==> src/ddr_fb_pkg.sv <==
`default_nettype none

package ddr_fb_pkg;

    typedef logic [28:0]  ddr_addr_t;   // ddr3 user address
    typedef logic [255:0] beat_t;       // one app_* data beat
    typedef logic [31:0]  word_t;       // pixel side word
    typedef logic [7:0]   burst_len_t;  // beats per burst

    // one-hot state encoding
    typedef enum logic [3:0] {
        IDLE       = 4'b0001,
        CALIB_DONE = 4'b0010,
        WRITE      = 4'b0100,
        READ       = 4'b1000
    } fb_state_t;

    localparam ddr_addr_t addr_step = 29'd8;  // 4:1 ratio, bl8

endpackage

`default_nettype wire

==> src/rd_unpack_fifo.sv <==
`timescale 1ns/1ps
`default_nettype none

module rd_unpack_fifo #(
    parameter int WORDS_PER_BEAT   = 8,
    parameter int FIFO_DEPTH_BEATS = 16
) (
    input  wire                         ui_clk,
    input  wire                         rst_n,
    input  wire                         flush,
    input  wire                         push,
    input  wire ddr_fb_pkg::beat_t      din,
    input  wire                         rden,
    input  wire ddr_fb_pkg::burst_len_t burst_len,
    input  wire                         rd_issue,
    output ddr_fb_pkg::word_t           dout,
    output logic                        empty,
    output logic                        space_ok
);

    import ddr_fb_pkg::*;

    localparam int AW = $clog2(FIFO_DEPTH_BEATS);
    localparam int IW = $clog2(WORDS_PER_BEAT);
    localparam int WW = $bits(word_t);

    beat_t          mem [FIFO_DEPTH_BEATS];
    logic [IW-1:0]  word_sel;       // next word of head beat
    logic [AW-1:0]  wr_ptr;
    logic [AW-1:0]  rd_ptr;
    logic [AW:0]    count;
    logic [AW:0]    pending;        // read commands not yet returned
    logic           push_ok;
    logic           pop_word;
    logic           pop_beat;

    assign empty    = (count == '0);
    assign push_ok  = push && (int'(count) < FIFO_DEPTH_BEATS);
    assign pop_word = rden && !empty;
    assign pop_beat = pop_word && (word_sel == IW'(WORDS_PER_BEAT - 1));

    // a half drained head beat still counts as occupied
    assign space_ok = (FIFO_DEPTH_BEATS - int'(count)) >= (int'(burst_len) + int'(pending));

    always_ff @(posedge ui_clk) begin
        if (push_ok)
            mem[wr_ptr] <= din;
        if (pop_word)
            dout <= mem[rd_ptr][word_sel * WW +: WW];  // low word first
    end

    always_ff @(posedge ui_clk or negedge rst_n) begin
        if (!rst_n) begin
            pending <= '0;
        end else begin
            pending <= pending + (AW+1)'(rd_issue) - (AW+1)'(push);
        end
    end

    always_ff @(posedge ui_clk or negedge rst_n) begin
        if (!rst_n) begin
            word_sel <= '0;
            wr_ptr   <= '0;
            rd_ptr   <= '0;
            count    <= '0;
        end else if (flush) begin
            word_sel <= '0;
            wr_ptr   <= '0;
            rd_ptr   <= '0;
            count    <= '0;
        end else begin
            if (pop_word)
                word_sel <= pop_beat ? '0 : word_sel + 1'b1;
            if (push_ok)
                wr_ptr <= wr_ptr + 1'b1;
            if (pop_beat)
                rd_ptr <= rd_ptr + 1'b1;
            count <= count + (AW+1)'(push_ok) - (AW+1)'(pop_beat);
        end
    end

endmodule

`default_nettype wire

==> config.mk <==
export PLATFORM = sky130hd
export DESIGN_NAME = rd_unpack_fifo
export DESIGN_NICKNAME = d
export VERILOG_FILES = /design/src/ddr_fb_pkg.sv /design/src/rd_unpack_fifo.sv
export SDC_FILE = /design/constraint.sdc
export NUM_CORES = 2
export LEC_CHECK = 0
export ABC_AREA = 0
export BUFFER_PORTS_ARGS = -buffer_cell sky130_fd_sc_hd__buf_2
export CAP_MARGIN = 20
export CELL_PAD_IN_SITES_DETAIL_PLACEMENT = 2
export CELL_PAD_IN_SITES_GLOBAL_PLACEMENT = 2
export CORE_UTILIZATION = 35
export DETAILED_ROUTE_END_ITERATION = 12
export GPL_ROUTABILITY_DRIVEN = 0
export PLACE_DENSITY_LB_ADDON = 0.08
export SKIP_LAST_GASP = 1
export SYNTH_ARGS = -nofsm -noshare
export SYNTH_HDL_FRONTEND = slang
export SYNTH_SLANG_ARGS = --single-unit
==> constraint.sdc <==
create_clock -name ui_clk -period 24.3 [get_ports ui_clk]
set_clock_uncertainty 0.15 [all_clocks]
set_input_delay 3.645 -clock ui_clk [delete_from_list [all_inputs] [get_ports ui_clk]]
set_output_delay 3.645 -clock ui_clk [all_outputs]
set_load 0.1 [all_outputs]
==> results.sh <==
export IMPL_outcome="complete, no violations"
export IMPL_route_detailed_drc=0
export IMPL_cpPeakStageDelay_ps=460
export IMPL_crit_path_cell_trace="buf_2 -> ha_1 -> a21o_1 -> a21o_1 -> a21o_1 -> a21oi_1 -> xor2_1 -> ha_1 -> nor2_1 -> a2111oi_0 -> nand2_1 -> a21oi_1 -> buf_2"
export IMPL_fin_ws_ps=14150
export IMPL_ys_dominant_reg_cell="edfxtp_1"
export IMPL_powerDensity_nw_per_um2=89.0
export IMPL_max_slew_margin_rel=0.213
export IMPL_synth_top_family_by_area="multiplexers"
export IMPL_fin_crit_ps=10150
export IMPL_first_pass_iters=7
export IMPL_fp_dieArea_um2=453000
export IMPL_postCtsSetupBuffers=0
export IMPL_crit_family="compound AO/OA/AOI/OAI gates"
export IMPL_cts_hold_buf=0
export IMPL_drt_initial_drc_count=6689
export IMPL_place_detailed_hpwl_mm=288
export IMPL_start_kind="input pin"
export IMPL_drive_gt1_frac=0.192
export IMPL_cts_buffers_inserted=467
export IMPL_ys_types=47
export IMPL_syn_inst=7681
export IMPL_worst_path_buf_inv=2
export IMPL_syn_area_um2=158000
export IMPL_tns_ps=0
export IMPL_die_y_um=673
export IMPL_io_buffer_count=303
export IMPL_synthAdderAreaFrac=0.00300
export IMPL_coreArea_um2=449000
export IMPL_synth_common_cells="edfxtp_1 (4128), mux2i_1 (1217), a22oi_1 (449)"
export IMPL_async_reset_ff_frac=0.00506
export IMPL_yosysTopAreaCell="edfxtp_1"
export IMPL_grt_max_degree=120
export IMPL_netlist_area_leader_share=0.786
export IMPL_max_freq_mhz=98.6
export IMPL_yosysSeqAreaShare=0.790
export IMPL_ctsLongestPathBuffers=4
export IMPL_ant_nets=0
export IMPL_worst_r2r_path_depth=12
export IMPL_synth_nets=7987
export IMPL_hold_viol_final=0
export IMPL_grt_pass1_wl_mm=718
export IMPL_dp_cells=13800
export IMPL_multi_input_area_um2=31500
export IMPL_ys_ff_latch=4149
export IMPL_synth_compound_area_share=0.0430
export IMPL_dr_total_vias=81200
export IMPL_path_depth=13
export IMPL_synth_edff_count=4128
export IMPL_wire_per_inst_um=35.3
export IMPL_seqCellArea_um2=124000
export IMPL_synth_most_common_cell="edfxtp_1"
export IMPL_worstPathArrival_ps=6350
export IMPL_power_leakage_nw=53.7
export IMPL_clk_root_buffer_cell="clkbuf_16"
export IMPL_hold_class="flip-flop to flip-flop"
export IMPL_cts_tree="built"
export IMPL_synth_area_top_cells="edfxtp_1 (79%), mux2i_1 (7.7%), mux4_2 (5.5%)"
export IMPL_dp_slack_ps=14120
export IMPL_htree_levels=5
export IMPL_synthToLayoutAreaGrowth_pct=15.3
export IMPL_syn_area_per_cell_um2=20.5
export IMPL_start_util=0.351
export IMPL_crit_path_frequent_cell="a21o_1"
export IMPL_ioPinCount=304
export IMPL_setup_viol=0
export IMPL_placementRows=246
export IMPL_clk_pin_slew_ps=60
export IMPL_antenna_found_initial=183
export IMPL_fillers=42000
export IMPL_fin_nets=8577
export IMPL_fin_cells=14700
export IMPL_cts_repair_resized=0
export IMPL_synth_xor_area_share=0.00100
export IMPL_overflow=0
export IMPL_worstPathRequired_ps=20500
export IMPL_rsz0062_at_grt="no"
export IMPL_fin_util=0.405
export IMPL_critical_path_class="input pin to output port"
export IMPL_synth_simple_area_share=0.0140
export IMPL_die_w_um=673
export IMPL_critPathSlowestCell="buf_2"
export IMPL_ys_warn_count=0
export IMPL_endpoint_kind="output port"
export IMPL_wirelength_mm=520
export IMPL_first_global_vias=87500
export IMPL_cp_max_fo=3
export IMPL_tightest_slew_ps=1180
export IMPL_cap_violations=0
export IMPL_synthMuxAreaShare=0.137
export IMPL_cts_sinks=4149
export IMPL_power_mw=16.2
export IMPL_peakVddDrop_mv=0.0578
export IMPL_hold_path_cell_count=2
export IMPL_min_period_over_period=0.417
export IMPL_track_usage=0.227
export IMPL_via_per_inst=5.52
export IMPL_clkLatencyLatePin_ps=1020
export IMPL_drv_slew=0
-- cell usage in the layout (no fill, tap or decap), types with 6 or more instances in the layout --
master,synthesis,routed
inv_1,23,22
and2_4,0,16
edfxtp_1,4128,4128
xnor2_1,11,11
clkinv_1,0,117
bufinv_16,0,32
clkbuf_1,200,124
nand4_1,128,128
nand2_1,20,16
clkinv_8,0,6
o21ai_0,67,67
dfrtp_1,21,19
mux4_2,384,384
clkinv_2,0,79
nor2_1,22,22
a22oi_1,449,449
a22o_1,63,63
mux2i_1,1217,1217
buf_4,7,219
a21boi_0,31,31
diode_2,0,100
o221ai_1,64,64
ha_1,33,33
mux2_2,64,64
buf_6,1,6
a21oi_1,172,172
or4_1,32,32
buf_2,196,303
nor3_2,0,24
xor2_1,7,7
buf_12,0,17
a21o_1,7,7
nor2b_1,7,6
o22ai_1,128,128
nor3_1,130,105
clkbuf_16,0,471
-- cells by family (layout without fill, tap and decap cells) --
| family | after synthesis | in the layout |
|---|---|---|
| AO/OA/AOI/OAI | 983 | 983 |
| flip-flops | 4149 | 4149 |
| AND/OR/NAND/NOR | 380 | 380 |
| multiplexers | 1665 | 1665 |
| buffers and inverters | 450 | 1419 |
| adder cells (fa/ha/maj) | 36 | 36 |
| XOR/XNOR | 18 | 18 |
| other | 0 | 100 |
-- sequential cells by signal, indices dropped and copies added (netlist names) --
signal and cells:
count 5, dout 32, mem 4096, pending 5, rd_ptr 4, word_sel 3, wr_ptr 4
-- stage by stage --
step | hold WS, ps | cell area [µm²]
CTS | 497 | 182000
detailed placement | 482 | 167000
finish | 489 | 182000
global placement | 451 | 167000
global route | 505 | 182000
floorplan | 395 | 158000
-- layout make-up --
type                       instances  share of cell area
antenna                          100             0.00138
sequential                      4149               0.685
timing repair buffer             547              0.0198
clock buffer                     595              0.0674
clock inverter                   253              0.0122
multi-input combinational       3082               0.173
inverter                          24            0.000502
tap                             5952              0.0410
-- power by group --
part	internal, mW	switching, mW
registers	8.11	0.0785
logic	0.271	0.936
clock network	3.88	2.90
-- worst reg2reg max path: stages, from the launching register on --
cell     delay, ps
dfrtp_4        920
buf_12         560
buf_12         790
buf_4          710
buf_4          840
buf_4          770
buf_4          940
mux2i_1        380
a22o_1         160
a21oi_1         40
o21ai_0        110
nor3_1         120
or4_1          520
-- per-layer routing --
metal,track usage,vias up,part of all wire
met5,0,-,0.00034
li1,-,33400,-
met2,0.376,2061,0.49
met1,0.311,45000,0.44
met3,0.0339,727,0.045
met4,0.0627,28,0.025
-- worst paths after layout --
path | start | endpoint | slack, ps
worst max-delay path | burst_len[1] | space_ok | 14150
worst min-delay path | pending[4] | pending[4] | 490
worst max register to register | rd_ptr[2] | dout[15] | 16970
worst min register to register | pending[4] | pending[4] | 490
max in group asynchronous | rst_n | rd_ptr[0] | 21050
min in group asynchronous | rst_n | pending[1] | 2480
(Power assumes the default switching activity.)
