File: config.mk
export PLATFORM = sky130hd
export DESIGN_NAME = ddr_fb_fsm
export DESIGN_NICKNAME = d
export VERILOG_FILES = /design/src/ddr_fb_pkg.sv /design/src/ddr_fb_fsm.sv
export SDC_FILE = /design/constraint.sdc
export NUM_CORES = 1
export LEC_CHECK = 0
export BUFFER_PORTS_ARGS = -buffer_cell sky130_fd_sc_hd__buf_2
export CORE_AREA = 4 4 41 43
export DETAILED_ROUTE_END_ITERATION = 16
export DIE_AREA = 0 0 45 47
export RECOVER_POWER = 100
export SLEW_MARGIN = 15
export SYNTH_ARGS = -nofsm -noshare
export SYNTH_HDL_FRONTEND = slang
export SYNTH_SLANG_ARGS = --single-unit
File: constraint.sdc
create_clock -name ui_clk -period 1.8 [get_ports ui_clk]
set_input_delay 0.09 -clock ui_clk [delete_from_list [all_inputs] [get_ports ui_clk]]
set_output_delay 0.09 -clock ui_clk [all_outputs]
set_load 0.01 [all_outputs]
File: src/ddr_fb_pkg.sv
`default_nettype none

package ddr_fb_pkg;

    typedef logic [28:0]  ddr_addr_t;   // ddr3 user address
    typedef logic [255:0] beat_t;       // one app_* data beat
    typedef logic [31:0]  word_t;       // pixel side word
    typedef logic [7:0]   burst_len_t;  // beats per burst

    // one-hot state encoding
    typedef enum logic [3:0] {
        IDLE       = 4'b0001,
        CALIB_DONE = 4'b0010,
        WRITE      = 4'b0100,
        READ       = 4'b1000
    } fb_state_t;

    localparam ddr_addr_t addr_step = 29'd8;  // 4:1 ratio, bl8

endpackage

`default_nettype wire

File: src/ddr_fb_fsm.sv
`timescale 1ns/1ps
`default_nettype none

module ddr_fb_fsm (
    input  wire                   ui_clk,
    input  wire                   rst_n,
    input  wire                   init_calib_complete,
    input  wire                   app_rdy,
    input  wire                   app_wdf_rdy,
    input  wire                   wr_beats_ready,
    input  wire                   rd_space_ok,
    input  wire                   rd_restart,
    input  wire                   wr_burst_last,
    input  wire                   rd_burst_last,
    output logic                  app_en,
    output logic [2:0]            app_cmd,
    output logic                  app_wdf_wren,
    output logic                  app_wdf_end,
    output logic                  wr_step,
    output logic                  rd_step,
    output ddr_fb_pkg::fb_state_t state
);

    import ddr_fb_pkg::*;

    fb_state_t state_nxt;
    logic      read_armed;  // set by first rd_load edge

    assign wr_step = (state == WRITE) && app_rdy && app_wdf_rdy;
    assign rd_step = (state == READ) && app_rdy;

    assign app_en       = wr_step || rd_step;
    assign app_wdf_wren = wr_step;
    assign app_wdf_end  = wr_step;              // one data word per bl8 beat
    assign app_cmd      = (state == READ) ? 3'd1 : 3'd0;

    always_comb begin
        state_nxt = state;
        case (state)
            IDLE: begin
                if (init_calib_complete)
                    state_nxt = CALIB_DONE;
            end
            CALIB_DONE: begin
                if (rd_restart)
                    state_nxt = CALIB_DONE;     // counter reloads this cycle
                else if (wr_beats_ready)
                    state_nxt = WRITE;          // writes win
                else if (read_armed && rd_space_ok)
                    state_nxt = READ;
            end
            WRITE: begin
                if (wr_step && wr_burst_last)
                    state_nxt = CALIB_DONE;
            end
            READ: begin
                if (rd_step && rd_burst_last)
                    state_nxt = CALIB_DONE;
            end
            default: state_nxt = IDLE;
        endcase
    end

    always_ff @(posedge ui_clk or negedge rst_n) begin
        if (!rst_n) begin
            state <= IDLE;
        end else begin
            state <= state_nxt;
        end
    end

    always_ff @(posedge ui_clk or negedge rst_n) begin
        if (!rst_n) begin
            read_armed <= 1'b0;
        end else if (rd_restart) begin
            read_armed <= 1'b1;                 // stays set until reset
        end
    end

endmodule

`default_nettype wire

==> results of run 1 <==
[metrics by stage]
stage / instances / hold WS [ns] / area [µm²]
floorplan: 41 / -0.206 / 400
global placement: 73 / -0.0959 / 499
detailed placement: 73 / -0.0925 / 499
CTS: 78 / 0.0844 / 536
global route: 78 / 0.0984 / 539
finish: 78 / 0.0825 / 539
[worst min-delay path by stage]
stage                    start         end  slack, ns  cells past startpoint
floorplan                rst_n  read_armed      -0.21                      0
global placement         rst_n  read_armed       -0.1                      1
detailed placement       rst_n  read_armed      -0.09                      1
CTS                 rd_restart  read_armed       0.08                      2
global route        rd_restart  read_armed        0.1                      2
finish              rd_restart  read_armed       0.08                      2
[area by class of cell]
type / count / area (µm²)
Clock buffer: 4 / 26.3
Fill cell: 144 / 762
Multi-Input combinational cell: 32 / 248
Sequential cell: 5 / 128
Tap cell: 15 / 18.8
Timing Repair Buffer: 22 / 119
[routing by layer]
layer / routed length, µm / GRT usage / vias up
met4: 0 / 0.0585 / 0
met2: 483 / 0.138 / 19
met1: 379 / 0.115 / 180
li1: - / - / 191
met3: 88 / 0.0307 / 0
met5: 0 / 0 / -
[layout by cell type, fill, tap and decap left out]
cell type      netlist  layout
or2_1                1       1
conb_1               1       2
clkbuf_1             0       2
o21a_1               2       2
dfrtp_1              4       3
nor3_1               1       1
buf_4                4       2
nor4b_4              0       1
a2111oi_4            1       1
nand2_1              2       2
dlygate4sd3_1        0       1
a22o_1               1       1
and3b_1              1       1
a21oi_1              1       1
and3_1               1       1
clkbuf_4             0       3
nor2_1               3       3
or3_1                0       1
dfrtp_2              0       1
o311ai_1             1       1
nand2b_1             3       3
nor2b_1              1       1
and2_1               1       1
nor4b_2              2       1
nand3_1              1       1
or2_2                1       1
o32a_1               1       1
nor3b_1              2       2
buf_2                0      18
o311a_1              1       1
dfstp_2              1       1
a22oi_1              1       1
[report_power, final]
group | internal (mW) | total (mW) | leakage (nW) | switching [mW]
clock network | 0.0838 | 0.129 | 0.0150 | 0.0449
logic | 0.148 | 0.281 | 0.179 | 0.133
registers | 0.157 | 0.235 | 0.0577 | 0.0783
total | 0.388 | 0.645 | 0.252 | 0.256
[worst reg2reg max path, delay by kind of cell (launching register included)]
family / cells / cell delay [ns]
compound gates: 2 / 0.53
simple gates: 2 / 0.56
flops: 1 / 0.46
[registers in the layout, summed over array words and instances, names as in the netlist]
| name | flops |
|---|---|
| state | 4 |
| read_armed | 1 |
[timing repair]
item	CTS	global route
hold buffers	1	0
resized for setup	0	3
setup endpoints to repair	0	4
buffers inserted	0	0
endpoints found under the hold margin	5	0
[cell families after synthesis]
group	Yosys count	synth area share
AND/OR/NAND/NOR	21	0.363
AO/OA/AOI/OAI	9	0.233
flip-flops	5	0.319
buffers and inverters	4	0.0757
other	1	0.00945
==> reports/qor.csv, run 1 <==
metric,value,unit
dieArea,2120,µm²
dr.pass1.iters,4,
crit_type,flop to primary output,
start_util,0.305,
cp.depth,5,
grt-ovfl-total,0,
ir_drop,0.568,mV
synth_commonest_cells,"buf_4 (4), dfrtp_1 (4), nand2b_1 (3), nor2_1 (3)",
fin_nets,74,
ys_seq_elements,5,
port_buffers,19,
synth_flop_cell,dfrtp_1,
antenna_found_initial,0,
num_antenna_cells,0,
final_util,0.414,
hold_class,primary input to flop,
dpl_worst_slack,0.272,ns
slowest_stage,dfstp_2,
setup_ws,0.109,ns
p_leak,0.252,nW
grt_pass1_wl,1440,µm
hold_viol_final,0,
slowest_delay,0.61,ns
yosys.area.top_type_share,0.252,
finalPower,645,µW
fmax,0.591,GHz
drv_slew,0,
area_delta_synth_final,36.0,%
period_share,0.940,
cp_cell_sequence,nor4b_4 > buf_4 > and3_1 > or2_1 > buf_2,
netlist_instances,40,
maxCapViolCount,0,
ys_types,26,
reg2reg_slack,0.18,ns
detail-route-antenna-nets,0,
crit_fanout,8,
cts_tree,built,
yosysTopAreaCell,dfrtp_1,
grt_max_degree,10,
viasPerCell,5.00,
dp_hpwl,745,µm
coreArea,1300,µm²
avgSynthCellArea,9.92,µm²
cts-root-buf,clkbuf_4,
outcome,completed,
drt_wl_total,951,µm
power_density,1200,nW/µm²
rows,13,
endpoint,app_en,
r2r_cells,4,
die_w,45,µm
rsz0062_at_grt,false,
htree_levels,1,
crit_path_start,state[0],
wl_per_cell,12.2,µm
cts_sinks,5,
crit_arrival,1.60,ns
ys_seq_area_frac,0.319,
drt-initial-drc-count,11,
num_vias,390,
crit_family,flip-flops,
setup_viol,0,
clk_pin_slew_worst_paths,0.04,ns
die_h,47,µm
insertion_delay,0.24,ns
gp_congestion,0.720,
setup_tns,0,ns
cts_buffers,3,
io_pins,22,
async_flop_share,1.00,
r2r_end,state[0],
clockBufferDepth,2,
crit-reg2reg-launch,state[2],
synth_edf_count,0,
crit_buf_inv,2,
ys.warnings.count,0,
grt.total_usage,0.0927,
crit_path_start_kind,flop,
fin_skew,0.00437,ns
grt_pass1_vias,363,
synthTopCellsByArea,"dfrtp_1 (25%), buf_4 (7.6%), nor4b_2 (7.6%)",
finalCriticalPeriod,1.69,ns
drive_gt1_frac,0.460,
cp-end-kind,primary output,
syn_area,397,µm²
required,1.71,ns
drc,0,
Note: power is estimated with default switching activity, not from simulation.
==> run 2: changes to the inputs <==
==> constraint.sdc (replaced) <==
create_clock -name ui_clk -period 1.6 [get_ports ui_clk]
set_input_delay 0.08 -clock ui_clk [delete_from_list [all_inputs] [get_ports ui_clk]]
set_output_delay 0.08 -clock ui_clk [all_outputs]
set_load 0.01 [all_outputs]
==> run 2 against run 1 <==
Net effect: worst hold slack worse by 0.0022 ns; largest cell class unchanged; worst setup slack got worse by 0.045 ns; core utilization grew 1.9 points; flip-flop and latch count stayed put; critical path type is now flop to flop; critical endpoint is now state[0]; non-clock buffer count up 3; first-iteration DRC count shrank 55%; register-to-register slack got worse by 0.12 ns; largest power group unchanged; sequential share of layout area fell by 1.0 points; cell count up 3.8%; sequential power increased by 7%; via count up 0.77%.
==> reports/qor.csv, run 2 (synthesized netlist as in run 1, its figures left out) <==
metric,value,unit,change
outcome,completed,,unchanged
cts_sinks,5,,unchanged
fin_nets,77,,was 74
setup_tns,0,ns,unchanged
endpoint,state[0],,was app_en
layout_commonest_cell,buf_2,,unchanged
start_util,0.305,,unchanged
rsz0062_at_grt,true,,was false
top_register,state,,unchanged
placedCellCount,75,,was 73
final_cell_area,564,µm²,was 539 µm²
gp_congestion,0.700,,was 0.720
nFillCells,142,,was 144
die_w,45,µm,unchanged
dp_hpwl,790,µm,was 745 µm
required,1.76,ns,was 1.71 ns
crit_buf_inv,0,,was 2
timing.hold.ws,0.0803,ns,was 0.0825 ns
fin_skew,0.00444,ns,was 0.00437 ns
largest_reg_flops,4,,unchanged
htree_levels,1,,unchanged
p_leak,0.258,nW,was 0.252 nW
finalPower,748,µW,was 645 µW
num_vias,393,,was 390
detail-route-antenna-nets,0,,unchanged
clk_pin_slew_worst_paths,0.04,ns,about the same
num_antenna_cells,0,,unchanged
cp_cell_sequence,or3_4 > a2111oi_4 > nor2_1 > o32a_1,,was nor4b_4 > buf_4 > and3_1 > or2_1 > buf_2
drv_slew,0,,unchanged
antenna_found_initial,0,,unchanged
power_density,1320,nW/µm²,was 1200 nW/µm²
crit_path_start,state[3],,was state[0]
grt_pass1_vias,393,,was 363
reg2reg_slack,0.06,ns,was 0.18 ns
hold_viol_final,0,,unchanged
ir_drop,0.689,mV,was 0.568 mV
grt-ovfl-total,0,,unchanged
cts_buffers,3,,unchanged
cp-end-kind,flop,,was primary output
wl_per_cell,11.8,µm,was 12.2 µm
rows,13,,unchanged
fmax,0.651,GHz,
stdcell_count,81,,was 78
crit_type,flop to flop,,was flop to primary output
drt_wl_total,956,µm,was 951 µm
cts-root-buf,clkbuf_4,,unchanged
die_h,47,µm,unchanged
crit_fanout,7,,was 8
cp.depth,4,,was 5
top_regs,"state (4), read_armed (1)",,unchanged
hold_class,primary input to flop,,unchanged
place_area,514,µm²,was 499 µm²
setup_ws,0.0638,ns,was 0.109 ns
grt.total_usage,0.109,,was 0.0927
coreArea,1300,µm²,unchanged
insertion_delay,0.24,ns,about the same
area_delta_synth_final,42.3,%,was 36.0%
final_util,0.434,,was 0.414
finalCriticalPeriod,1.54,ns,
crit_family,compound AO/OA/AOI/OAI gates,,was flip-flops
slowest_stage,dfrtp_1,,was dfstp_2
grt_pass1_wl,1620,µm,was 1440 µm
dieArea,2120,µm²,unchanged
clockBufferDepth,2,,unchanged
period_share,0.960,,
drive_gt1_frac,0.485,,was 0.460
slowest_delay,0.45,ns,was 0.61 ns
drt-initial-drc-count,5,,was 11
drc,0,,unchanged
dr.pass1.iters,2,,was 4
io_pins,22,,unchanged
cts_tree,built,,unchanged
viasPerCell,4.85,,was 5.00
crit_path_start_kind,flop,,unchanged
setup_viol,0,,unchanged
crit-reg2reg-launch,state[3],,was state[2]
r2r_cells,4,,unchanged
port_buffers,19,,unchanged
maxCapViolCount,0,,unchanged
grt_max_degree,9,,was 10
r2r_end,state[0],,unchanged
dpl_worst_slack,0.0970,ns,was 0.272 ns
layout_common_cells,"buf_2 (18), clkbuf_1 (4)",,"was buf_2 (18), nand2b_1 (3), nor2_1 (3), clkbuf_4 (3), dfrtp_1 (3)"
crit_arrival,1.70,ns,was 1.60 ns
==> run 2: how the worst min path moves through the flow <==
stage	from	end	depth (start not counted)
floorplan	rst_n	read_armed	0
global placement	rst_n	read_armed	1
detailed placement	rst_n	state[1]	1
CTS	rd_restart	read_armed	2
global route	rd_restart	read_armed	2
finish	rd_restart	read_armed	2
==> run 2: worst register-to-register path, stage by stage (launching register included) <==
cell and delay (ns):
dfrtp_1 0.45, or3_4 0.39, a2111oi_4 0.35, nor2_1 0.10, o32a_1 0.18
==> run 2: power breakdown <==
part	leakage (nW)	switching [mW]	internal, mW	total, mW
clock network	0.0150	0.0476	0.0940	0.142
logic	0.185	0.165	0.189	0.354
registers	0.0577	0.0758	0.176	0.252
==> run 2: repair_timing <==
item | CTS | global route
resized for setup | 1 | 2
endpoints found under the setup margin | 1 | 4
endpoints found under the hold margin | 5 | 0
pin swaps | 0 | 1
hold buffers | 1 | 0
setup buffers | 0 | 1
==> run 2: routing by layer <==
metal | track usage | vias up | share of wire
li1 | - | 195 | -
met4 | 0.0526 | 0 | 0
met5 | 0 | - | 0
met3 | 0.0460 | 0 | 0.058
met2 | 0.161 | 10 | 0.52
met1 | 0.136 | 188 | 0.42
==> run 2: area by class of cell <==
class                      instances  area [µm²]  area share
multi-input combinational         32         258       0.457
timing repair buffer              25         134       0.237
sequential                         5         128       0.226
clock buffer                       4        26.3      0.0466
tap                               15        18.8      0.0333
