`config.mk`:
```
export PLATFORM = sky130hd
export DESIGN_NAME = burst_addr_counter
export DESIGN_NICKNAME = d
export VERILOG_FILES = /design/src/ddr_fb_pkg.sv /design/src/burst_addr_counter.sv
export SDC_FILE = /design/constraint.sdc
export NUM_CORES = 1
export LEC_CHECK = 0
export ABC_AREA = 1
export BUFFER_PORTS_ARGS = -buffer_cell sky130_fd_sc_hd__buf_2
export CAP_MARGIN = 20
export CORE_MARGIN = 2
export CORE_UTILIZATION = 25
export CTS_BUF_LIST = sky130_fd_sc_hd__clkbuf_8
export DETAILED_ROUTE_END_ITERATION = 8
export GPL_ROUTABILITY_DRIVEN = 0
export SYNTH_ARGS = -nofsm -noshare
export SYNTH_HDL_FRONTEND = slang
export SYNTH_SLANG_ARGS = --single-unit
```
`constraint.sdc`:
```
create_clock -name ui_clk -period 3.4 [get_ports ui_clk]
set_input_delay 0.17 -clock ui_clk [delete_from_list [all_inputs] [get_ports ui_clk]]
set_output_delay 0.17 -clock ui_clk [all_outputs]
set_load 0.02 [all_outputs]
```
`src/ddr_fb_pkg.sv`:
```
`default_nettype none

package ddr_fb_pkg;

    typedef logic [28:0]  ddr_addr_t;   // ddr3 user address
    typedef logic [255:0] beat_t;       // one app_* data beat
    typedef logic [31:0]  word_t;       // pixel side word
    typedef logic [7:0]   burst_len_t;  // beats per burst

    // one-hot state encoding
    typedef enum logic [3:0] {
        IDLE       = 4'b0001,
        CALIB_DONE = 4'b0010,
        WRITE      = 4'b0100,
        READ       = 4'b1000
    } fb_state_t;

    localparam ddr_addr_t addr_step = 29'd8;  // 4:1 ratio, bl8

endpackage

`default_nettype wire

```
`src/burst_addr_counter.sv`:
```
`timescale 1ns/1ps
`default_nettype none

module burst_addr_counter (
    input  wire                    ui_clk,
    input  wire                    rst_n,
    input  wire                    restart,
    input  wire                    step,
    input  wire ddr_fb_pkg::ddr_addr_t  addr_min,
    input  wire ddr_fb_pkg::ddr_addr_t  addr_max,
    input  wire ddr_fb_pkg::burst_len_t burst_len,
    output ddr_fb_pkg::ddr_addr_t  addr,
    output logic                   burst_last
);

    import ddr_fb_pkg::*;

    ddr_addr_t  min_q;
    ddr_addr_t  max_q;
    burst_len_t len_q;
    burst_len_t beat_cnt;   // beat index inside current burst

    // registered copies of the window settings
    always_ff @(posedge ui_clk) begin
        min_q <= addr_min;
        max_q <= addr_max;
        len_q <= burst_len;
    end

    assign burst_last = (beat_cnt == len_q - 8'd1);

    always_ff @(posedge ui_clk or negedge rst_n) begin
        if (!rst_n) begin
            addr     <= '0;
            beat_cnt <= '0;
        end else if (restart) begin
            addr     <= min_q;
            beat_cnt <= '0;
        end else if (step) begin
            if (addr >= max_q - addr_step)
                addr <= min_q;                  // wrap at end of window
            else
                addr <= addr + addr_step;
            beat_cnt <= burst_last ? '0 : beat_cnt + 8'd1;
        end
    end

endmodule

`default_nettype wire

```
==> results of run 1 <==
## kinds of logic after synthesis
group	share of synthesized area
DFF	0.405
and+or+nand+nor	0.348
AOI/OAI and AO/OA	0.0142
adders and majority gates	0.0743
buffers and inverters	0.0703
xor gates and xnor gates	0.0883
## worst reg2reg max path, delay by kind of cell, from the launching register on
kind / cells / cell delay, ps
XOR/XNOR: 1 / 150
adder cells (fa/ha/maj): 2 / 470
buffers and inverters: 4 / 400
flip-flops: 1 / 340
AND/OR/NAND/NOR: 14 / 1740
## per-layer routing
layer,share of wire,global-route usage
met5,0,0
met4,0.028,0.0635
met3,0.046,0.0215
met2,0.46,0.223
met1,0.47,0.189
## sequential cells by signal (all words and copies together) (netlist names)
name      count
addr         29
min_q        29
len_q         8
beat_cnt      8
max_q        29
## area by class of cell
| type | count | share of cell area |
|---|---|---|
| Clock buffer | 9 | 0.0162 |
| Clock inverter | 7 | 0.0118 |
| Inverter | 82 | 0.0406 |
| Multi-Input combinational cell | 522 | 0.402 |
| Sequential cell | 103 | 0.294 |
| Tap cell | 280 | 0.0458 |
| Timing Repair Buffer | 197 | 0.190 |
## synthesized netlist by cell type
cell,count
buf_2,6
xor2_1,40
nor3_1,19
nor3_4,1
nand3b_1,8
nor3b_2,1
nand3_2,5
clkbuf_1,7
and2_1,2
nand4_1,29
a21oi_1,12
nand3_1,78
nand2_2,5
buf_6,1
ha_1,33
nand4_2,2
nor2_1,61
o21ai_0,2
dfxtp_1,66
nor2_2,4
xnor2_1,16
nor4_1,1
dfrtp_1,37
inv_1,82
nor2_4,4
nor3_2,3
a22o_1,1
nand2_1,193
buf_4,2
## power groups by stage
| stage | registers [mW] | clock network (mW) | logic [mW] |
|---|---|---|---|
| 3_3_place_gp | 1.58 | 0 | 0.977 |
| 3_5_place_dp | 1.58 | 0 | 0.990 |
| 5_1_grt | 1.57 | 0.921 | 1.28 |
| 4_1_cts | 1.55 | 0.881 | 1.06 |
| 2_1_floorplan | 1.59 | 0 | 0.569 |
| 6_report | 1.55 | 0.850 | 1.14 |
## what timing repair did
action,CTS,global route
cloned,0,4
setup buffers,0,7
resized for setup,1,33
hold buffers,67,0
pin swaps,0,15
hold endpoints to repair,103,0
setup endpoints to repair,25,29
## final timing paths
path | end | slack, ps | startpoint
setup / recovery | addr[21] | 180 | max_q[3]
hold / removal | addr[28] | 50 | step
setup reg to reg | addr[21] | 180 | max_q[3]
hold reg to reg | addr[1] | 460 | min_q[1]
max in group asynchronous | addr[20] | 2430 | rst_n
min in group asynchronous | beat_cnt[6] | 430 | rst_n
==> results.json, run 1 <==
{
  "cp_num_cells": 21,
  "dp_cells": 1106,
  "dieArea_sq_um": 23400,
  "cts_root_buf": "clkbuf_8",
  "ys_types": 29,
  "netlist_instances": 721,
  "first_global_vias": 5096,
  "layout_commonest_cell": "nand2_1",
  "dp_hpwl_um": 11900,
  "gr-total-overflow": 0,
  "die_w_um": 153,
  "max_slew_margin": 0.429,
  "critical_path.max_stage_delay_ps": 340,
  "htreeDepth": 3,
  "start_util": 0.255,
  "hold-worst-slack_ps": 53.4,
  "layout_min_cycle_time_ps": 3220,
  "cts_sinks": 103,
  "drtAntennaViolNets": 0,
  "powerDensity_nw_per_um2": 464,
  "arrival_ps": 3510,
  "clkTransAtPathRegs_ps": 100,
  "fp.coreArea_sq_um": 21800,
  "instances_no_fill": 1200,
  "crit_buf_inv": 4,
  "tightest_slew_ps": 856,
  "die_h_um": 153,
  "nets": 1018,
  "ff_latch_area_sq_um": 2250,
  "worstSetupStartpointType": "flop",
  "area_delta_synth_final_pct": 37.6,
  "internal_power_mw": 2.22,
  "dpl_worst_slack_ps": -216,
  "grt_pass1_wl_um": 26200,
  "grt_max_degree": 38,
  "multiInputGateArea_sq_um": 3070,
  "fin_crit_sh": 0.947,
  "clk_path_buf_depth": 2,
  "ir_drop_uv": 170,
  "synth_nets": 824,
  "netSwitchingFraction": 0.374,
  "grtUsageTotal": 0.140,
  "drcViolationCount": 0,
  "fin_tns_setup_ps": 0,
  "setup_slack_ps": 180,
  "hold_path_class": "primary input to flop",
  "slew_violations": 0,
  "design_area_sq_um": 7640,
  "setup_viol": 0,
  "worstPathCellList": "inv_2, ha_2, inv_1, nor3_4, nand2_4, nor3_4, nand3_2, nor2_2, nand3_2, xor2_1, ha_1, nand2_2, buf_4, nor3b_4, and2_4, nand2_2, nand4_4, buf_12, nand2_1, nand3_1, nand2_1",
  "io_pins": 100,
  "drt-vias-per-instance": 4.38,
  "cts_tree": "built",
  "wl_per_cell_um": 14.0,
  "crit_type": "flop to flop",
  "cp_slowest_cell": "dfxtp_2",
  "vias": 5255,
  "dr.pass1.iters": 5,
  "wirelength_um": 16800,
  "cap_violations": 0,
  "dpl_cell_area_sq_um": 6500,
  "fin_worst_skew_ps": 15.2,
  "synth_seq_area_share": 0.405,
  "final_cell_mix": "nand2_1, buf_2, inv_1",
  "ys_ff_latch": 103,
  "post-route-util": 0.350,
  "cp.required_ps": 3690,
  "fillers": 2277,
  "crit_family": "simple AND/OR/NAND/NOR gates",
  "antenna_found_initial": 0,
  "final_layout_size_suffix_gt1_frac": 0.208,
  "finalHoldViolCount": 0,
  "power_frac_clock": 0.240,
  "dr.first_iter.drc_count": 278,
  "p_sw_mw": 1.32,
  "yosys_warnings": 0,
  "fin_total_pwr_mw": 3.54,
  "numPortBuffers": 99,
  "cp_max_fo": 8,
  "insertion_delay_ps": 400,
  "netlist_area_sq_um": 5550,
  "synth_top_area_cell": "dfxtp_1",
  "status": "finished clean",
  "cp-end-kind": "flop",
  "placementRows": 54,
  "p_seq_frac": 0.438,
  "ff2ff_path_depth": 21,
  "synthTopCellsByArea": "dfxtp_1, dfrtp_1, nand2_1",
  "synth_top_area_frac": 0.238,
  "combPwrFrac": 0.322,
  "syn_area_per_cell_sq_um": 7.70,
  "p_leak_nw": 3.73,
  "fmax_ghz": 0.311,
  "cts_made_buffers": 9,
  "hold_path_depth": 4,
  "antenna-diode-count": 0
}
Power figures use the tool's default switching activity.
==> run 2: changes to the inputs <==
Settings changed: CORE_UTILIZATION 25 to 50, PLACE_DENSITY set to 0.73.
==> run 2 against run 1 <==
  * Clock power shrank 8.9%
  * Fmax shrank 4.1%
  * Die area shrank 49%
  * Non-clock buffer count shrank 6
  * Critical endpoint is now addr[14]
  * Combinational power grew 5%
==> results.json, run 2 (synthesis results as in run 1) <==
{
  "grt_pass1_wl_um": 23900,
  "fillers": 845,
  "max_slew_margin": 0.441,
  "dr.pass1.iters": 5,
  "hold_path_class": "primary input to flop",
  "grt_max_degree": 49,
  "ff_latch_area_sq_um": 2250,
  "slew_violations": 0,
  "dieArea_sq_um": 12000,
  "final_layout_size_suffix_gt1_frac": 0.217,
  "critical_path.max_stage_delay_ps": 340,
  "grtUsageTotal": 0.256,
  "insertion_delay_ps": 390,
  "vias": 5552,
  "gr-total-overflow": 0,
  "cp_slowest_cell": "dfxtp_2",
  "cp.required_ps": 3720,
  "die_w_um": 109,
  "cts_root_buf": "clkbuf_8",
  "drt-vias-per-instance": 5.27,
  "tightest_slew_ps": 838,
  "wl_per_cell_um": 15.0,
  "layout_commonest_cell": "nand2_1",
  "reg_top3": "addr (29), max_q (29), min_q (29)",
  "p_leak_nw": 3.73,
  "fin_total_pwr_mw": 3.51,
  "numPortBuffers": 99,
  "ir_drop_uv": 412,
  "multiInputGateArea_sq_um": 3130,
  "cts_sinks": 103,
  "start_util": 0.512,
  "antenna-diode-count": 0,
  "worstPathCellList": "inv_2, ha_4, inv_2, nor3_4, nand2_2, buf_6, nor3_4, nand3_2, nor2_2, nand3_2, xor2_2, ha_1, nand2_2, buf_6, nor3b_4, and2_4, nand2_4, nand4_4, clkbuf_16, nand3_1, nand3_1",
  "layout_min_cycle_time_ps": 3360,
  "antenna_found_initial": 0,
  "first_global_vias": 5095,
  "powerDensity_nw_per_um2": 469,
  "wirelength_um": 15800,
  "fp.coreArea_sq_um": 10800,
  "htreeDepth": 3,
  "fmax_ghz": 0.298,
  "clkTransAtPathRegs_ps": 90,
  "setup_viol": 0,
  "clk_path_buf_depth": 2,
  "status": "finished clean",
  "rsz0062_at_grt": "yes",
  "area_delta_synth_final_pct": 34.9,
  "cp_max_fo": 8,
  "cp-end-kind": "flop",
  "cts_made_buffers": 9,
  "drcViolationCount": 0,
  "crit_type": "flop to flop",
  "finalHoldViolCount": 0,
  "fin_worst_skew_ps": 12.3,
  "placementRows": 38,
  "final_cell_mix": "nand2_1, buf_2, inv_1",
  "post-route-util": 0.691,
  "cts_tree": "built",
  "arrival_ps": 3680,
  "die_h_um": 109,
  "io_pins": 100,
  "cap_violations": 0,
  "drtAntennaViolNets": 0,
  "dr.first_iter.drc_count": 501,
  "dp_hpwl_um": 10900,
  "nets": 1012,
  "fin_crit_sh": 0.987,
  "worstSetupStartpointType": "flop"
}
==> run 2: cell count changes in the layout (fill, tap and decap cells not counted), moves of 3 or more <==
cell / previous run / this run
buf_4: 27 / 17
buf_6: 1 / 4
inv_2: 1 / 4
nand2_2: 8 / 11
nand3_1: 76 / 66
nand3_2: 7 / 17
==> run 2: critical path, delay by kind of cell (launching register included) <==
| family | cells | cell delay (ps) |
|---|---|---|
| xor+xnor | 1 | 160 |
| flops | 1 | 340 |
| simple gates | 13 | 1760 |
| buf+inv | 5 | 580 |
| fa+ha+maj | 2 | 450 |
==> run 2: path summary, 6_finish.rpt <==
check | startpoint | end | slack [ps] | cells after the start
worst max-delay path | max_q[3] | addr[14] | 40 | 21
worst min-delay path | restart | beat_cnt[4] | 160 | 4
worst max register to register | max_q[3] | addr[14] | 40 | 21
worst min register to register | min_q[2] | addr[2] | 460 | 2
max in group asynchronous | rst_n | addr[6] | 2480 | 2
min in group asynchronous | rst_n | beat_cnt[5] | 400 | 2
==> run 2: timing repair <==
item	in CTS	in global routing
cloned	0	4
setup endpoints to repair	29	29
hold buffers	67	0
gates resized for setup	2	46
setup buffers	3	7
endpoints found under the hold margin	103	0
pin swaps	1	24
==> run 2: power by group <==
group          total, mW  internal [mW]  switching [mW]
sequential          1.54           1.34           0.205
clock              0.774          0.374           0.400
combinational       1.20          0.504           0.693
==> run 2: cell type report <==
| type | count | share of cell area |
|---|---|---|
| multi-input combinational | 522 | 0.418 |
| timing repair buffer | 191 | 0.191 |
| inverter | 82 | 0.0411 |
| tap | 140 | 0.0234 |
| clock inverter | 5 | 0.00668 |
| sequential | 103 | 0.300 |
| clock buffer | 11 | 0.0202 |
==> run 2: metal layers <==
metal  vias up  part of all wire  track usage
met3        74             0.073       0.0575
li1       2708                 -            -
met5         -                 0            0
met1      2522              0.42        0.323
met4         0             0.050        0.123
met2       248              0.46        0.415
==> run 2: through the flow <==
stage,instances,hold WS (ps),instance area (sq um),TNS (ps),setup slack [ps]
finish,1054,156,7490,0,43.4
global route,1054,168,7490,-3530,-165
CTS,1043,142,7160,0,40.6
detailed placement,957,274,6250,-3260,-185
global placement,957,272,6250,-1.99,-1.38
floorplan,721,-126,5550,0,521
==> run 3: changes to the inputs <==
Settings changed: CORE_UTILIZATION 50 to 45, PLACE_DENSITY 0.73 to 0.67.
==> run 3 against run 2 <==
  * Clock power shrank 11%
  * Wire length shrank 5.3%
  * Sequential share of layout area grew 0.55 points
  * Fmax grew 2.8%
  * Utilization decreased by 7.7 points
  * Final area fell by 1.6%
  * Critical path depth is 1 lower
  * Highest routed layer unchanged
  * Critical endpoint is now addr[2]
  * First-iteration DRC count is 34% lower
  * Setup slack gained 93 ps
  * Register-to-register slack better by 90 ps
  * Clock-buffer cell count decreased by 1
  * Clock skew rose by 1.9 ps
==> results.json, run 3 (synthesis results as in run 1) <==
{
  "setup_slack_ps": 136,
  "slew_violations": 0,
  "clk_path_buf_depth": 2,
  "combPwrFrac": 0.321,
  "area_delta_synth_final_pct": 32.8,
  "gr-total-overflow": 0,
  "numPortBuffers": 99,
  "fin_worst_skew_ps": 14.2,
  "fin_total_pwr_mw": 3.31,
  "grt_pass1_wl_um": 23700,
  "dpl_worst_slack_ps": 35.5,
  "powerDensity_nw_per_um2": 449,
  "dp_cells": 956,
  "clkTransAtPathRegs_ps": 90,
  "reg_top3": "addr (29), max_q (29), min_q (29)",
  "antenna-diode-count": 0,
  "internal_power_mw": 2.07,
  "tightest_slew_ps": 844,
  "cp-end-kind": "flop",
  "dp_hpwl_um": 10600,
  "cp_common_cell": "nand3_1",
  "fmax_ghz": 0.306,
  "fin_tns_setup_ps": 0,
  "dr.first_iter.drc_count": 331,
  "cp_slowest_cell": "dfxtp_2",
  "vias": 5297,
  "grt_max_degree": 50,
  "io_pins": 100,
  "p_seq_frac": 0.472,
  "worstSetupStartpointType": "flop",
  "netSwitchingFraction": 0.376,
  "layout_commonest_cell": "nand2_1",
  "first_global_vias": 5130,
  "dieArea_sq_um": 13200,
  "cts_root_buf": "clkbuf_8",
  "reg2reg_to": "addr[2]",
  "status": "finished clean",
  "drt-vias-per-instance": 5.03,
  "reg2reg_setup_slack_ps": 140,
  "htreeDepth": 3,
  "nets": 1004,
  "cp_max_fo": 7,
  "crit_end": "addr[2]",
  "setup_viol": 0,
  "p_sw_mw": 1.25,
  "instances_no_fill": 1053,
  "start_util": 0.462,
  "timing.rr.start": "max_q[4]",
  "drtAntennaViolNets": 0,
  "insertion_delay_ps": 390,
  "wl_per_cell_um": 14.2,
  "grtUsageTotal": 0.227,
  "power_frac_clock": 0.207,
  "wirelength_um": 14900,
  "cap_violations": 0,
  "ir_drop_uv": 251,
  "ff2ff_path_depth": 20,
  "cts_sinks": 103,
  "fp.coreArea_sq_um": 12000,
  "final_cell_mix": "nand2_1, buf_2, inv_1",
  "final_layout_size_suffix_gt1_frac": 0.198,
  "finalHoldViolCount": 0,
  "antenna_found_initial": 0,
  "p_leak_nw": 3.67,
  "cts_tree": "built",
  "placementRows": 40,
  "cp.required_ps": 3720,
  "max_slew_margin": 0.437,
  "drcViolationCount": 0,
  "dr.pass1.iters": 7,
  "die_h_um": 115,
  "worstPathCellList": "inv_2, ha_4, inv_2, nor3_4, nand2_2, buf_6, nor3_4, nand3_1, nor2_1, nand3_1, xor2_2, ha_1, nand2_2, nor3b_4, and2_4, nand2_4, nand4_4, clkbuf_16, nand3_1, nand2_1",
  "crit_type": "flop to flop",
  "critPathLaunch": "max_q[4]",
  "die_w_um": 115,
  "arrival_ps": 3590,
  "hold_path_class": "primary input to flop",
  "fin_crit_sh": 0.960,
  "cts_made_buffers": 9,
  "layout_min_cycle_time_ps": 3260,
  "critical_path.max_stage_delay_ps": 350
}
run 3: metrics by stage:
| stage | hold WS [ps] | area, sq um | utilization |
|---|---|---|---|
| 2_1_floorplan | -126 | 5550 | - |
| 3_3_place_gp | 272 | 6220 | 0.518 |
| 3_5_place_dp | 274 | 6220 | 0.518 |
| 4_1_cts | 183 | 7060 | 0.588 |
| 5_1_grt | 213 | 7370 | 0.614 |
| 6_report | 194 | 7370 | 0.614 |
run 3: worst min-delay path by stage:
stage | startpoint | end | slack, ps | cells after the start
CTS | restart | beat_cnt[3] | 180 | 4
global route | restart | beat_cnt[3] | 210 | 4
detailed placement | burst_len[2] | len_q[2] | 270 | 1
global placement | addr_max[1] | max_q[1] | 270 | 1
floorplan | rst_n | addr[0] | -130 | 0
finish | restart | beat_cnt[3] | 190 | 4
run 3: power groups by stage:
| stage | Clock (mW) | Sequential [mW] | Combinational, mW |
|---|---|---|---|
| after floorplan | 0 | 1.59 | 0.569 |
| after global placement | 0 | 1.58 | 0.900 |
| after detailed placement | 0 | 1.58 | 0.927 |
| after CTS | 0.711 | 1.56 | 0.991 |
| after global routing | 0.761 | 1.58 | 1.19 |
| final | 0.685 | 1.57 | 1.06 |
run 3: critical path, delay by kind of cell (launching register included):
kind / cells / cell delay (ps)
flops: 1 / 350
buf+inv: 4 / 450
simple gates: 13 / 1770
xor+xnor: 1 / 170
fa+ha+maj: 2 / 460
run 3: cell type report:
cell class | count | area (sq um)
repair buffers | 185 | 1370
clock inverters | 6 | 35.0
clock buffers | 10 | 138
well taps | 147 | 184
inverters | 82 | 310
flip-flops and latches | 103 | 2250
fillers | 1058 | 4640
multi-input cells | 520 | 3080
run 3: repair_timing:
item	CTS	global route
buffers inserted	0	12
resized for setup	0	40
setup endpoints to repair	0	29
endpoints found under the hold margin	103	0
hold buffers	67	0
run 3: metal layers:
layer | vias up | global-route usage | part of all wire
li1 | 2678 | - | -
met1 | 2426 | 0.282 | 0.44
met2 | 163 | 0.389 | 0.48
met3 | 30 | 0.0496 | 0.055
met4 | 0 | 0.0787 | 0.023
met5 | - | 0 | 0
